### src/hw/apb_pkg.sv
// APB package.
// Bus widths and the size and wait limits of the instruction memory.

package apb_pkg;

	localparam int APB_ADDR_BITS = 32;
	localparam int APB_DATA_BITS = 32;

	// Memory decodes address bits 13 to 2, upper bits alias.
	localparam int MEM_WORDS = 4096;
	localparam int WORD_BITS = $clog2(MEM_WORDS);

	// Wait states come from address bits 3 to 2.
	localparam int WAIT_MAX = 3;
	localparam int WAIT_BITS = $clog2(WAIT_MAX + 1);

	// Constant mixed into the upper half of each memory word.
	localparam logic [15:0] MEM_XOR = 16'hA5C3;

endpackage

### src/hw/icache_pkg.sv
// Instruction cache package.
// Cache geometry, refill FSM encodings and the fetch address word.

package icache_pkg;

	// Direct-mapped geometry, one 32-bit word per line.
	localparam int SET_BITS = 6;
	localparam int SETS = 1 << SET_BITS;
	localparam int TAG_BITS = 24;

	// Valid bit, tag and data word in one RAM entry.
	localparam int LINE_BITS = 1 + TAG_BITS + 32;

	localparam logic [31:0] RESET_PC = 32'h0000_0000;

	// Refill FSM states.
	localparam logic [1:0] ST_IDLE = 2'd0;
	localparam logic [1:0] ST_SETUP = 2'd1;
	localparam logic [1:0] ST_ACCESS = 2'd2;
	localparam logic [1:0] ST_WRITE = 2'd3;

	// Fetch address, seen as a plain word or as lookup fields.
	typedef union packed {
		logic [31:0] word;
		struct packed {
			logic [TAG_BITS-1:0] tag;
			logic [SET_BITS-1:0] set;
			logic [1:0] offset;
		} field;
	} fetch_addr_t;

endpackage

### src/hw/apb_inst_mem.sv
// APB instruction memory.
// Read-only completer with rule-generated words and address-dependent wait states.

`timescale 1ns/1ps

module apb_inst_mem (
	input logic i_clock,
	input logic i_reset,
	input logic i_psel,
	input logic i_penable,
	input logic [apb_pkg::APB_ADDR_BITS-1:0] i_paddr,
	input logic i_pwrite,
	output logic [apb_pkg::APB_DATA_BITS-1:0] o_prdata,
	output logic o_pready
);
	import apb_pkg::*;

	logic [WORD_BITS-1:0] word_index;
	logic [15:0] index_ext;
	logic [WAIT_BITS-1:0] wait_target;
	logic [WAIT_BITS-1:0] wait_cnt;
	logic access;

	// Word index from bits 13 to 2.
	assign word_index = i_paddr[WORD_BITS+1:2];
	assign index_ext = 16'(word_index);

	// Wait count taken from the low index bits.
	assign wait_target = i_paddr[WAIT_BITS+1:2];

	assign access = i_psel && i_penable;
	assign o_pready = access && (wait_cnt == wait_target);

	// Writes complete but return no data.
	assign o_prdata = (o_pready && !i_pwrite) ? {index_ext ^ MEM_XOR, ~index_ext} : '0;

	always_ff @(posedge i_clock) begin
		if (i_reset)
			wait_cnt <= '0;
		else if (access && !o_pready)
			wait_cnt <= wait_cnt + 1'b1;
		else
			wait_cnt <= '0;
	end

endmodule

### src/hw/fetch_sequencer.sv
// Fetch sequencer.
// Holds the program counter and hands cached instructions out over valid/ready.

`timescale 1ns/1ps

module fetch_sequencer (
	input logic i_clock,
	input logic i_reset,

	// From the cache.
	input logic i_hit,
	input logic [31:0] i_word,

	// Instruction output.
	input logic i_instr_ready,
	input logic i_redirect_valid,
	input logic [31:0] i_redirect_pc,
	output icache_pkg::fetch_addr_t o_pc,
	output logic o_instr_valid,
	output logic [31:0] o_instr,
	output logic [31:0] o_instr_pc
);
	import icache_pkg::*;

	logic transfer;

	// A hit is a valid instruction for the current PC.
	assign o_instr_valid = i_hit;
	assign o_instr = i_word;
	assign o_instr_pc = o_pc.word;

	assign transfer = i_hit && i_instr_ready;

	// PC only moves on a transfer, so a stall keeps the lookup steady.
	always_ff @(posedge i_clock) begin
		if (i_reset) begin
			o_pc.word <= RESET_PC;
		end
		else if (transfer) begin
			if (i_redirect_valid)
				o_pc.word <= {i_redirect_pc[31:2], 2'b00};
			else
				o_pc.word <= o_pc.word + 32'd4;
		end
	end

endmodule

### src/hw/icache_bram.sv
// Cache line RAM.
// One synchronous read port and one write port, valid, tag and data per line.

`timescale 1ns/1ps

module icache_bram (
	input logic i_clock,

	// Read port.
	input logic [icache_pkg::SET_BITS-1:0] i_rd_set,
	output logic o_rd_valid,
	output logic [icache_pkg::TAG_BITS-1:0] o_rd_tag,
	output logic [31:0] o_rd_data,

	// Write port.
	input logic i_wr_enable,
	input logic [icache_pkg::SET_BITS-1:0] i_wr_set,
	input logic i_wr_valid,
	input logic [icache_pkg::TAG_BITS-1:0] i_wr_tag,
	input logic [31:0] i_wr_data
);
	import icache_pkg::*;

	logic [LINE_BITS-1:0] mem [0:SETS-1];
	logic [LINE_BITS-1:0] rd_line;

	// Read returns the old line when both ports hit the same set.
	always_ff @(posedge i_clock) begin
		if (i_wr_enable)
			mem[i_wr_set] <= {i_wr_valid, i_wr_tag, i_wr_data};
		rd_line <= mem[i_rd_set];
	end

	assign {o_rd_valid, o_rd_tag, o_rd_data} = rd_line;

endmodule

### src/hw/icache_core.sv
// Direct-mapped instruction cache.
// Clears all lines after reset, serves hits from RAM and refills misses over APB.

`timescale 1ns/1ps

module icache_core (
	input logic i_clock,
	input logic i_reset,

	// Lookup.
	input icache_pkg::fetch_addr_t i_pc,
	output logic o_hit,
	output logic [31:0] o_word,

	// APB requester.
	output logic o_psel,
	output logic o_penable,
	output logic [apb_pkg::APB_ADDR_BITS-1:0] o_paddr,
	output logic o_pwrite,
	input logic [apb_pkg::APB_DATA_BITS-1:0] i_prdata,
	input logic i_pready,

	// Statistics.
	output logic [31:0] o_hit_count,
	output logic [31:0] o_miss_count
);
	import icache_pkg::*;

	logic [1:0] state;
	fetch_addr_t miss_addr;
	logic initialized;
	logic [SET_BITS:0] clear_cnt;
	logic refilled;

	// RAM ports.
	logic [SET_BITS-1:0] rd_set;
	logic [SET_BITS-1:0] set_r;
	logic rd_fresh;
	logic rd_valid;
	logic [TAG_BITS-1:0] rd_tag;
	logic [31:0] rd_data;
	logic wr_enable;
	logic [SET_BITS-1:0] wr_set;
	logic wr_valid;
	logic [TAG_BITS-1:0] wr_tag;
	logic [31:0] wr_data;

	// Lookup results.
	logic lookup_hit;
	logic lookup_miss;
	logic refill_start;
	logic held;
	logic hold_valid;
	logic [31:0] hold_pc;
	logic [31:0] hold_word;

	icache_bram u_bram (
		.i_clock(i_clock),
		.i_rd_set(rd_set),
		.o_rd_valid(rd_valid),
		.o_rd_tag(rd_tag),
		.o_rd_data(rd_data),
		.i_wr_enable(wr_enable),
		.i_wr_set(wr_set),
		.i_wr_valid(wr_valid),
		.i_wr_tag(wr_tag),
		.i_wr_data(wr_data)
	);

	// Same PC as a hit last cycle means a stall, so replay that word.
	assign held = hold_valid && (hold_pc == i_pc.word);

	// Compare only once the RAM output belongs to this set.
	always_comb begin
		lookup_hit = 1'b0;
		lookup_miss = 1'b0;
		if (initialized && rd_fresh && !held && set_r == i_pc.field.set) begin
			if (rd_valid && rd_tag == i_pc.field.tag)
				lookup_hit = 1'b1;
			else
				lookup_miss = 1'b1;
		end
	end

	assign o_hit = lookup_hit || held;
	assign o_word = held ? hold_word : rd_data;

	// After a hit, aim the read port at the next set.
	assign rd_set = o_hit ? i_pc.field.set + 1'b1 : i_pc.field.set;
	assign refill_start = lookup_miss && state == ST_IDLE;

	assign o_psel = (state == ST_SETUP) || (state == ST_ACCESS);
	assign o_penable = state == ST_ACCESS;
	assign o_paddr = miss_addr.word;
	assign o_pwrite = 1'b0;

	// Pipeline and payload registers.
	always_ff @(posedge i_clock) begin
		set_r <= rd_set;
		rd_fresh <= !wr_enable;
		hold_pc <= i_pc.word;
		hold_word <= o_word;
		if (refill_start)
			miss_addr <= i_pc;
		if (!initialized) begin
			wr_set <= clear_cnt[SET_BITS-1:0];
			wr_valid <= 1'b0;
			wr_tag <= '0;
			wr_data <= '0;
		end
		else begin
			wr_set <= miss_addr.field.set;
			wr_valid <= 1'b1;
			wr_tag <= miss_addr.field.tag;
			wr_data <= i_prdata;
		end
	end

	// Clear sequence, refill FSM and counters.
	always_ff @(posedge i_clock) begin
		if (i_reset) begin
			initialized <= 1'b0;
			clear_cnt <= '0;
			state <= ST_IDLE;
			wr_enable <= 1'b0;
			hold_valid <= 1'b0;
			refilled <= 1'b0;
			o_hit_count <= '0;
			o_miss_count <= '0;
		end
		else begin
			wr_enable <= 1'b0;
			hold_valid <= o_hit;

			// Invalidate one line per cycle.
			if (!initialized) begin
				if (!clear_cnt[SET_BITS]) begin
					wr_enable <= 1'b1;
					clear_cnt <= clear_cnt + 1'b1;
				end
				else begin
					initialized <= 1'b1;
				end
			end

			case (state)
				ST_IDLE: begin
					if (refill_start)
						state <= ST_SETUP;
				end
				ST_SETUP: state <= ST_ACCESS;
				ST_ACCESS: begin
					if (i_pready) begin
						state <= ST_WRITE;
						wr_enable <= 1'b1;
					end
				end
				default: state <= ST_IDLE;
			endcase

			// A hit right after its own refill was already counted as a miss.
			if (refill_start) begin
				o_miss_count <= o_miss_count + 1'b1;
				refilled <= 1'b1;
			end
			else if (lookup_hit) begin
				if (!refilled)
					o_hit_count <= o_hit_count + 1'b1;
				refilled <= 1'b0;
			end
		end
	end

endmodule

### src/hw/icache_top.sv
// Instruction fetch top level.
// Fetch sequencer, instruction cache and APB instruction memory.

`timescale 1ns/1ps

module icache_top (
	input logic i_clock,
	input logic i_reset,
	input logic i_instr_ready,
	input logic i_redirect_valid,
	input logic [31:0] i_redirect_pc,
	output logic o_instr_valid,
	output logic [31:0] o_instr,
	output logic [31:0] o_instr_pc,
	output logic [31:0] o_hit_count,
	output logic [31:0] o_miss_count
);
	import icache_pkg::*;
	import apb_pkg::*;

	fetch_addr_t pc;
	logic hit;
	logic [31:0] word;

	// APB between cache and memory.
	logic psel;
	logic penable;
	logic [APB_ADDR_BITS-1:0] paddr;
	logic pwrite;
	logic [APB_DATA_BITS-1:0] prdata;
	logic pready;

	fetch_sequencer u_sequencer (
		.i_clock(i_clock),
		.i_reset(i_reset),
		.i_hit(hit),
		.i_word(word),
		.i_instr_ready(i_instr_ready),
		.i_redirect_valid(i_redirect_valid),
		.i_redirect_pc(i_redirect_pc),
		.o_pc(pc),
		.o_instr_valid(o_instr_valid),
		.o_instr(o_instr),
		.o_instr_pc(o_instr_pc)
	);

	icache_core u_cache (
		.i_clock(i_clock),
		.i_reset(i_reset),
		.i_pc(pc),
		.o_hit(hit),
		.o_word(word),
		.o_psel(psel),
		.o_penable(penable),
		.o_paddr(paddr),
		.o_pwrite(pwrite),
		.i_prdata(prdata),
		.i_pready(pready),
		.o_hit_count(o_hit_count),
		.o_miss_count(o_miss_count)
	);

	apb_inst_mem u_mem (
		.i_clock(i_clock),
		.i_reset(i_reset),
		.i_psel(psel),
		.i_penable(penable),
		.i_paddr(paddr),
		.i_pwrite(pwrite),
		.o_prdata(prdata),
		.o_pready(pready)
	);

endmodule

### config.mk
export PLATFORM = sky130hd
export DESIGN_NAME = icache_top
export DESIGN_NICKNAME = d
export VERILOG_FILES = /design/src/hw/apb_pkg.sv /design/src/hw/icache_pkg.sv /design/src/hw/apb_inst_mem.sv /design/src/hw/fetch_sequencer.sv /design/src/hw/icache_bram.sv /design/src/hw/icache_core.sv /design/src/hw/icache_top.sv
export SDC_FILE = /design/constraint.sdc
export NUM_CORES = 2
export LEC_CHECK = 0
export CORE_MARGIN = 5
export CORE_UTILIZATION = 50
export CTS_BUF_LIST = sky130_fd_sc_hd__clkbuf_16
export DETAILED_ROUTE_END_ITERATION = 16
export DONT_BUFFER_PORTS = 1
export MAX_ROUTING_LAYER = met4
export PLACE_DENSITY_LB_ADDON = 0.1
export SYNTH_ARGS = -nofsm -noshare
export SYNTH_HDL_FRONTEND = slang
export SYNTH_SLANG_ARGS = --single-unit
### constraint.sdc
create_clock -name i_clock -period 5.3 [get_ports i_clock]
set_clock_uncertainty 0.05 [all_clocks]
set_input_delay 0.795 -clock i_clock [delete_from_list [all_inputs] [get_ports i_clock]]
set_output_delay 0.795 -clock i_clock [all_outputs]
set_load 0.02 [all_outputs]
==> impl_metrics.xml <==
<?xml version="1.0" encoding="UTF-8"?>
<metrics>
  <group name="critical_path">
    <metric name="setup.worst_path.class" unit="">flop to flop</metric>
    <metric name="critPathRequiredTime" unit="ns">5.88</metric>
    <metric name="timing.critical_path.arrival" unit="ns">5.69</metric>
    <metric name="endpoint_kind" unit="">flop</metric>
    <metric name="crit_path_start_kind" unit="">flop</metric>
    <metric name="crit-reg2reg-launch" unit="">u_sequencer.o_instr_pc[17]</metric>
    <metric name="crit_path_max_fanout" unit="">50</metric>
    <metric name="timing.critical_path.from" unit="">u_sequencer.o_instr_pc[17]</metric>
  </group>
  <group name="synth">
    <metric name="synthesis.area" unit="mm^2">0.1197</metric>
    <metric name="asyncSetResetFlopFracSynth" unit="">0</metric>
    <metric name="synth_top_area_share" unit="">0.7140</metric>
    <metric name="yosys.cell_count.top_type" unit="">edfxtp_1</metric>
    <metric name="synth_edf_count" unit="">2846</metric>
    <metric name="netlist_top_cells_area" unit="">edfxtp_1 71%, mux2i_1 8.8%, dfxtp_1 4.5%</metric>
    <metric name="synth_cell_type_count" unit="">66</metric>
    <metric name="postSynthRegisterBits" unit="">3118</metric>
    <metric name="synth-main-ff-cell" unit="">edfxtp_1</metric>
    <metric name="synthCells" unit="">7502</metric>
    <metric name="synth_top_cells_by_count" unit="">2,846 x edfxtp_1, 1,081 x nand2_1, 1,054 x mux2i_1, 356 x nand3_1, 272 x dfxtp_1</metric>
    <metric name="synth_area_per_cell" unit="um^2">15.95</metric>
    <metric name="yosysTopAreaCell" unit="">edfxtp_1</metric>
    <metric name="yosysWarnings" unit="">0</metric>
    <metric name="yosysSeqAreaShare" unit="">0.7595</metric>
  </group>
  <group name="hold_path">
    <metric name="source_of_the_worst_hold_timing_path" unit="">i_redirect_valid</metric>
    <metric name="hold_class" unit="">primary input to flop</metric>
  </group>
  <group name="timing">
    <metric name="period_share" unit="">0.9643</metric>
    <metric name="finalMaxSlewViolations" unit="">0</metric>
    <metric name="setup_viol" unit="">0</metric>
    <metric name="final.setup.worst_slack" unit="ns">0.1893</metric>
    <metric name="actual_slew_at_the_worst_max_slew_pin" unit="ns">1.339</metric>
    <metric name="rsz_0062_raised_after_global_routing" unit="">no</metric>
    <metric name="hold_viol" unit="">0</metric>
    <metric name="hold_slack" unit="ns">0.06634</metric>
    <metric name="total_negative_setup_slack" unit="ns">0</metric>
    <metric name="layout_min_cycle_time" unit="ns">5.111</metric>
    <metric name="clock.fmax" unit="MHz">195.7</metric>
    <metric name="worst_case_headroom_to_the_max_slew_limit" unit="">0.1071</metric>
  </group>
  <group name="final_layout">
    <metric name="post_layout_nonfiller_instances" unit="">11180</metric>
    <metric name="drive_gt1_frac" unit="">0.1175</metric>
    <metric name="number_of_nets_in_the_layout" unit="">7802</metric>
    <metric name="syn_to_final_growth" unit="%">13.60</metric>
  </group>
  <group name="die">
    <metric name="floorplan.die.width" unit="um">499.3</metric>
    <metric name="die_height" unit="um">499.3</metric>
    <metric name="row_count" unit="">179</metric>
    <metric name="floorplan.core_area" unit="mm^2">0.2381</metric>
    <metric name="initial_core_util" unit="">0.5027</metric>
    <metric name="ios" unit="">165</metric>
    <metric name="die_area" unit="mm^2">0.2493</metric>
  </group>
  <group name="cts">
    <metric name="clk_latency" unit="ns">0.95</metric>
    <metric name="post_cts.repair.setup_buffers" unit="">0</metric>
    <metric name="cts.sink_count" unit="">3118</metric>
    <metric name="cts.clk_slew.worst_paths" unit="ns">0.06</metric>
    <metric name="cts-root-buf" unit="">clkbuf_16</metric>
    <metric name="cts-buffers-inserted" unit="">330</metric>
    <metric name="tritoncts" unit="">yes</metric>
    <metric name="cts_max_path_buffers" unit="">4</metric>
    <metric name="htreeDepth" unit="">5</metric>
  </group>
  <group name="pwr">
    <metric name="power_per_cell_area" unit="mW/mm^2">356.8</metric>
    <metric name="cellInternalPower" unit="mW">38.99</metric>
    <metric name="report.power.total" unit="mW">48.51</metric>
    <metric name="p_seq_frac" unit="">0.549</metric>
    <metric name="power.clock.fraction" unit="">0.443</metric>
    <metric name="worst_ir_drop_vdd" unit="uV">341.7</metric>
    <metric name="psw" unit="mW">9.513</metric>
    <metric name="power.share.switching" unit="">0.1961</metric>
    <metric name="power_leakage" unit="nW">41.47</metric>
    <metric name="p_comb_frac" unit="">0.008</metric>
  </group>
  <group name="global_routing">
    <metric name="grt_pass1_vias" unit="">65790</metric>
    <metric name="grt_pass1_wl" unit="um">491800</metric>
    <metric name="globalRouteTotalUtil" unit="">0.2823</metric>
    <metric name="pin_count_of_the_biggest_net_entering_global_routing" unit="">165</metric>
    <metric name="antenna_violations_before_repair" unit="">13</metric>
    <metric name="grt_overflow_total" unit="">0</metric>
  </group>
  <group name="flow_run">
    <metric name="max_cap_viol_count" unit="">0</metric>
  </group>
  <group name="run_status">
    <metric name="status" unit="">finished clean</metric>
  </group>
  <group name="drt">
    <metric name="firstDrtPassIters" unit="">9</metric>
    <metric name="route.detailed.vias_per_inst" unit="">6.198</metric>
    <metric name="dr.first_iter.drc_count" unit="">9284</metric>
    <metric name="routed-via-count" unit="">69290</metric>
    <metric name="drc_markers" unit="">0</metric>
    <metric name="postRouteWirelength" unit="um">349800</metric>
    <metric name="final_antenna_violating_net_count" unit="">0</metric>
    <metric name="routed_wire_length_per_instance" unit="um">31.29</metric>
  </group>
  <group name="placed_design">
    <metric name="globalplace.congestion" unit="">0.8419</metric>
    <metric name="hpwl" unit="um">191400</metric>
    <metric name="dp_worst_setup_slack" unit="ns">0.2002</metric>
    <metric name="io_buffer_count" unit="">0</metric>
    <metric name="numPlacedInstances" unit="">10580</metric>
  </group>
</metrics>
==> power groups by stage <==
stage	logic (mW)	registers, mW	clock network [mW]
4_1_cts	0.380	26.6	21.8
3_3_place_gp	0.351	27.1	0
2_1_floorplan	0.201	27.1	0
6_report	0.382	26.6	21.5
5_1_grt	0.404	26.6	22.9
3_5_place_dp	0.355	27.1	0
==> cell type report <==
class	count	area [um^2]
diodes	6	15.01
clock buffers	341	8533
clock inverters	238	1435
fillers	18280	102100
inverters	21	86.33
multi-input cells	3903	26970
flip-flops and latches	3118	90960
well taps	3167	3963
repair buffers	385	3999
==> flip-flops by register name, indices dropped and copies added, names as in the netlist <==
signal / cells
u_cache.wr_valid: 1
u_cache.o_hit_count: 32
u_cache.initialized: 1
u_cache.wr_set: 6
u_cache.wr_enable: 1
u_cache.hold_pc: 30
u_cache.clear_cnt: 7
u_cache.state: 2
u_cache.set_r: 6
u_cache.rd_fresh: 1
u_cache.o_paddr: 30
u_cache.refilled: 1
u_cache.hold_valid: 1
u_sequencer.o_instr_pc: 30
u_cache.wr_data: 19
u_cache.u_bram.rd_line: 44
u_mem.wait_cnt: 2
u_cache.wr_tag: 24
u_cache.u_bram.mem: 2816
u_cache.hold_word: 32
u_cache.o_miss_count: 32
==> placed cells by master, fill, tap and decap left out, drive strengths merged, types with 18 or more instances in the layout <==
master	n
edfxtp	2846
mux2i	1054
dfxtp	272
nor2	196
nor3	21
nand3	356
a21oi	133
nand2	1081
inv	107
xor2	50
o21ai	41
clkinv	133
buf	375
and4	53
a31oi	100
a222oi	238
nand4	158
a32oi	114
and3	73
and2	33
clkbuf	341
or3	18
xnor2	73
==> cells by family (layout without fill, tap and decap cells) <==
| logic type | count (synthesis) | in the layout | share of synthesized area |
|---|---|---|---|
| simple gates | 2020 | 2020 | 0.07647 |
| mux | 1062 | 1062 | 0.08890 |
| buf+inv | 482 | 985 | 0.02024 |
| other cells | 1 | 8 | 0.00003133 |
| flops | 3118 | 3118 | 0.7595 |
| xor+xnor | 123 | 123 | 0.009063 |
| fa+ha+maj | 7 | 7 | 0.0007317 |
| compound gates | 689 | 689 | 0.04505 |
==> repair_timing <==
item                                   CTS  global route
setup endpoints to repair                0             1
hold buffers                            11             0
resized for setup                        0             1
endpoints found under the hold margin  109             0
==> per-layer routing <==
layer | vias to the layer above | GRT usage | wire length [um]
met5 | - | - | 0
li1 | 29730 | - | -
met1 | 35670 | 0.3948 | 144700
met4 | 0 | 0.07306 | 8903
met2 | 3390 | 0.4323 | 163100
met3 | 491 | 0.05250 | 33120
==> final timing paths <==
check | to | slack (ns) | depth (start not counted)
worst min register to register | u_cache.wr_tag[8] | 0.39 | 1
worst max-delay path | u_cache.u_bram.rd_line[34] | 0.19 | 12
worst max register to register | u_cache.u_bram.rd_line[34] | 0.19 | 12
worst min-delay path | u_sequencer.o_instr_pc[22] | 0.07 | 3
==> critical path, stage by stage (launching register included) <==
cell and delay [ns]:
dfxtp_1 0.49, xnor2_1 0.18, or4b_1 0.45, or4_4 0.54, or3_1 0.50, a2111oi_0 0.45, or3_4 0.53, buf_12 0.36
buf_4 0.31, a222oi_1 0.13, nand3_1 0.12, and4_1 0.19, nand4_1 0.41
==> stage by stage <==
stage	area, um^2	utilization
6_report	136000	0.5711
5_1_grt	136000	0.5711
3_3_place_gp	125800	0.5286
4_1_cts	135900	0.5710
3_5_place_dp	125800	0.5286
2_1_floorplan	119700	-
No activity file was read; power rests on OpenSTA's default activity.
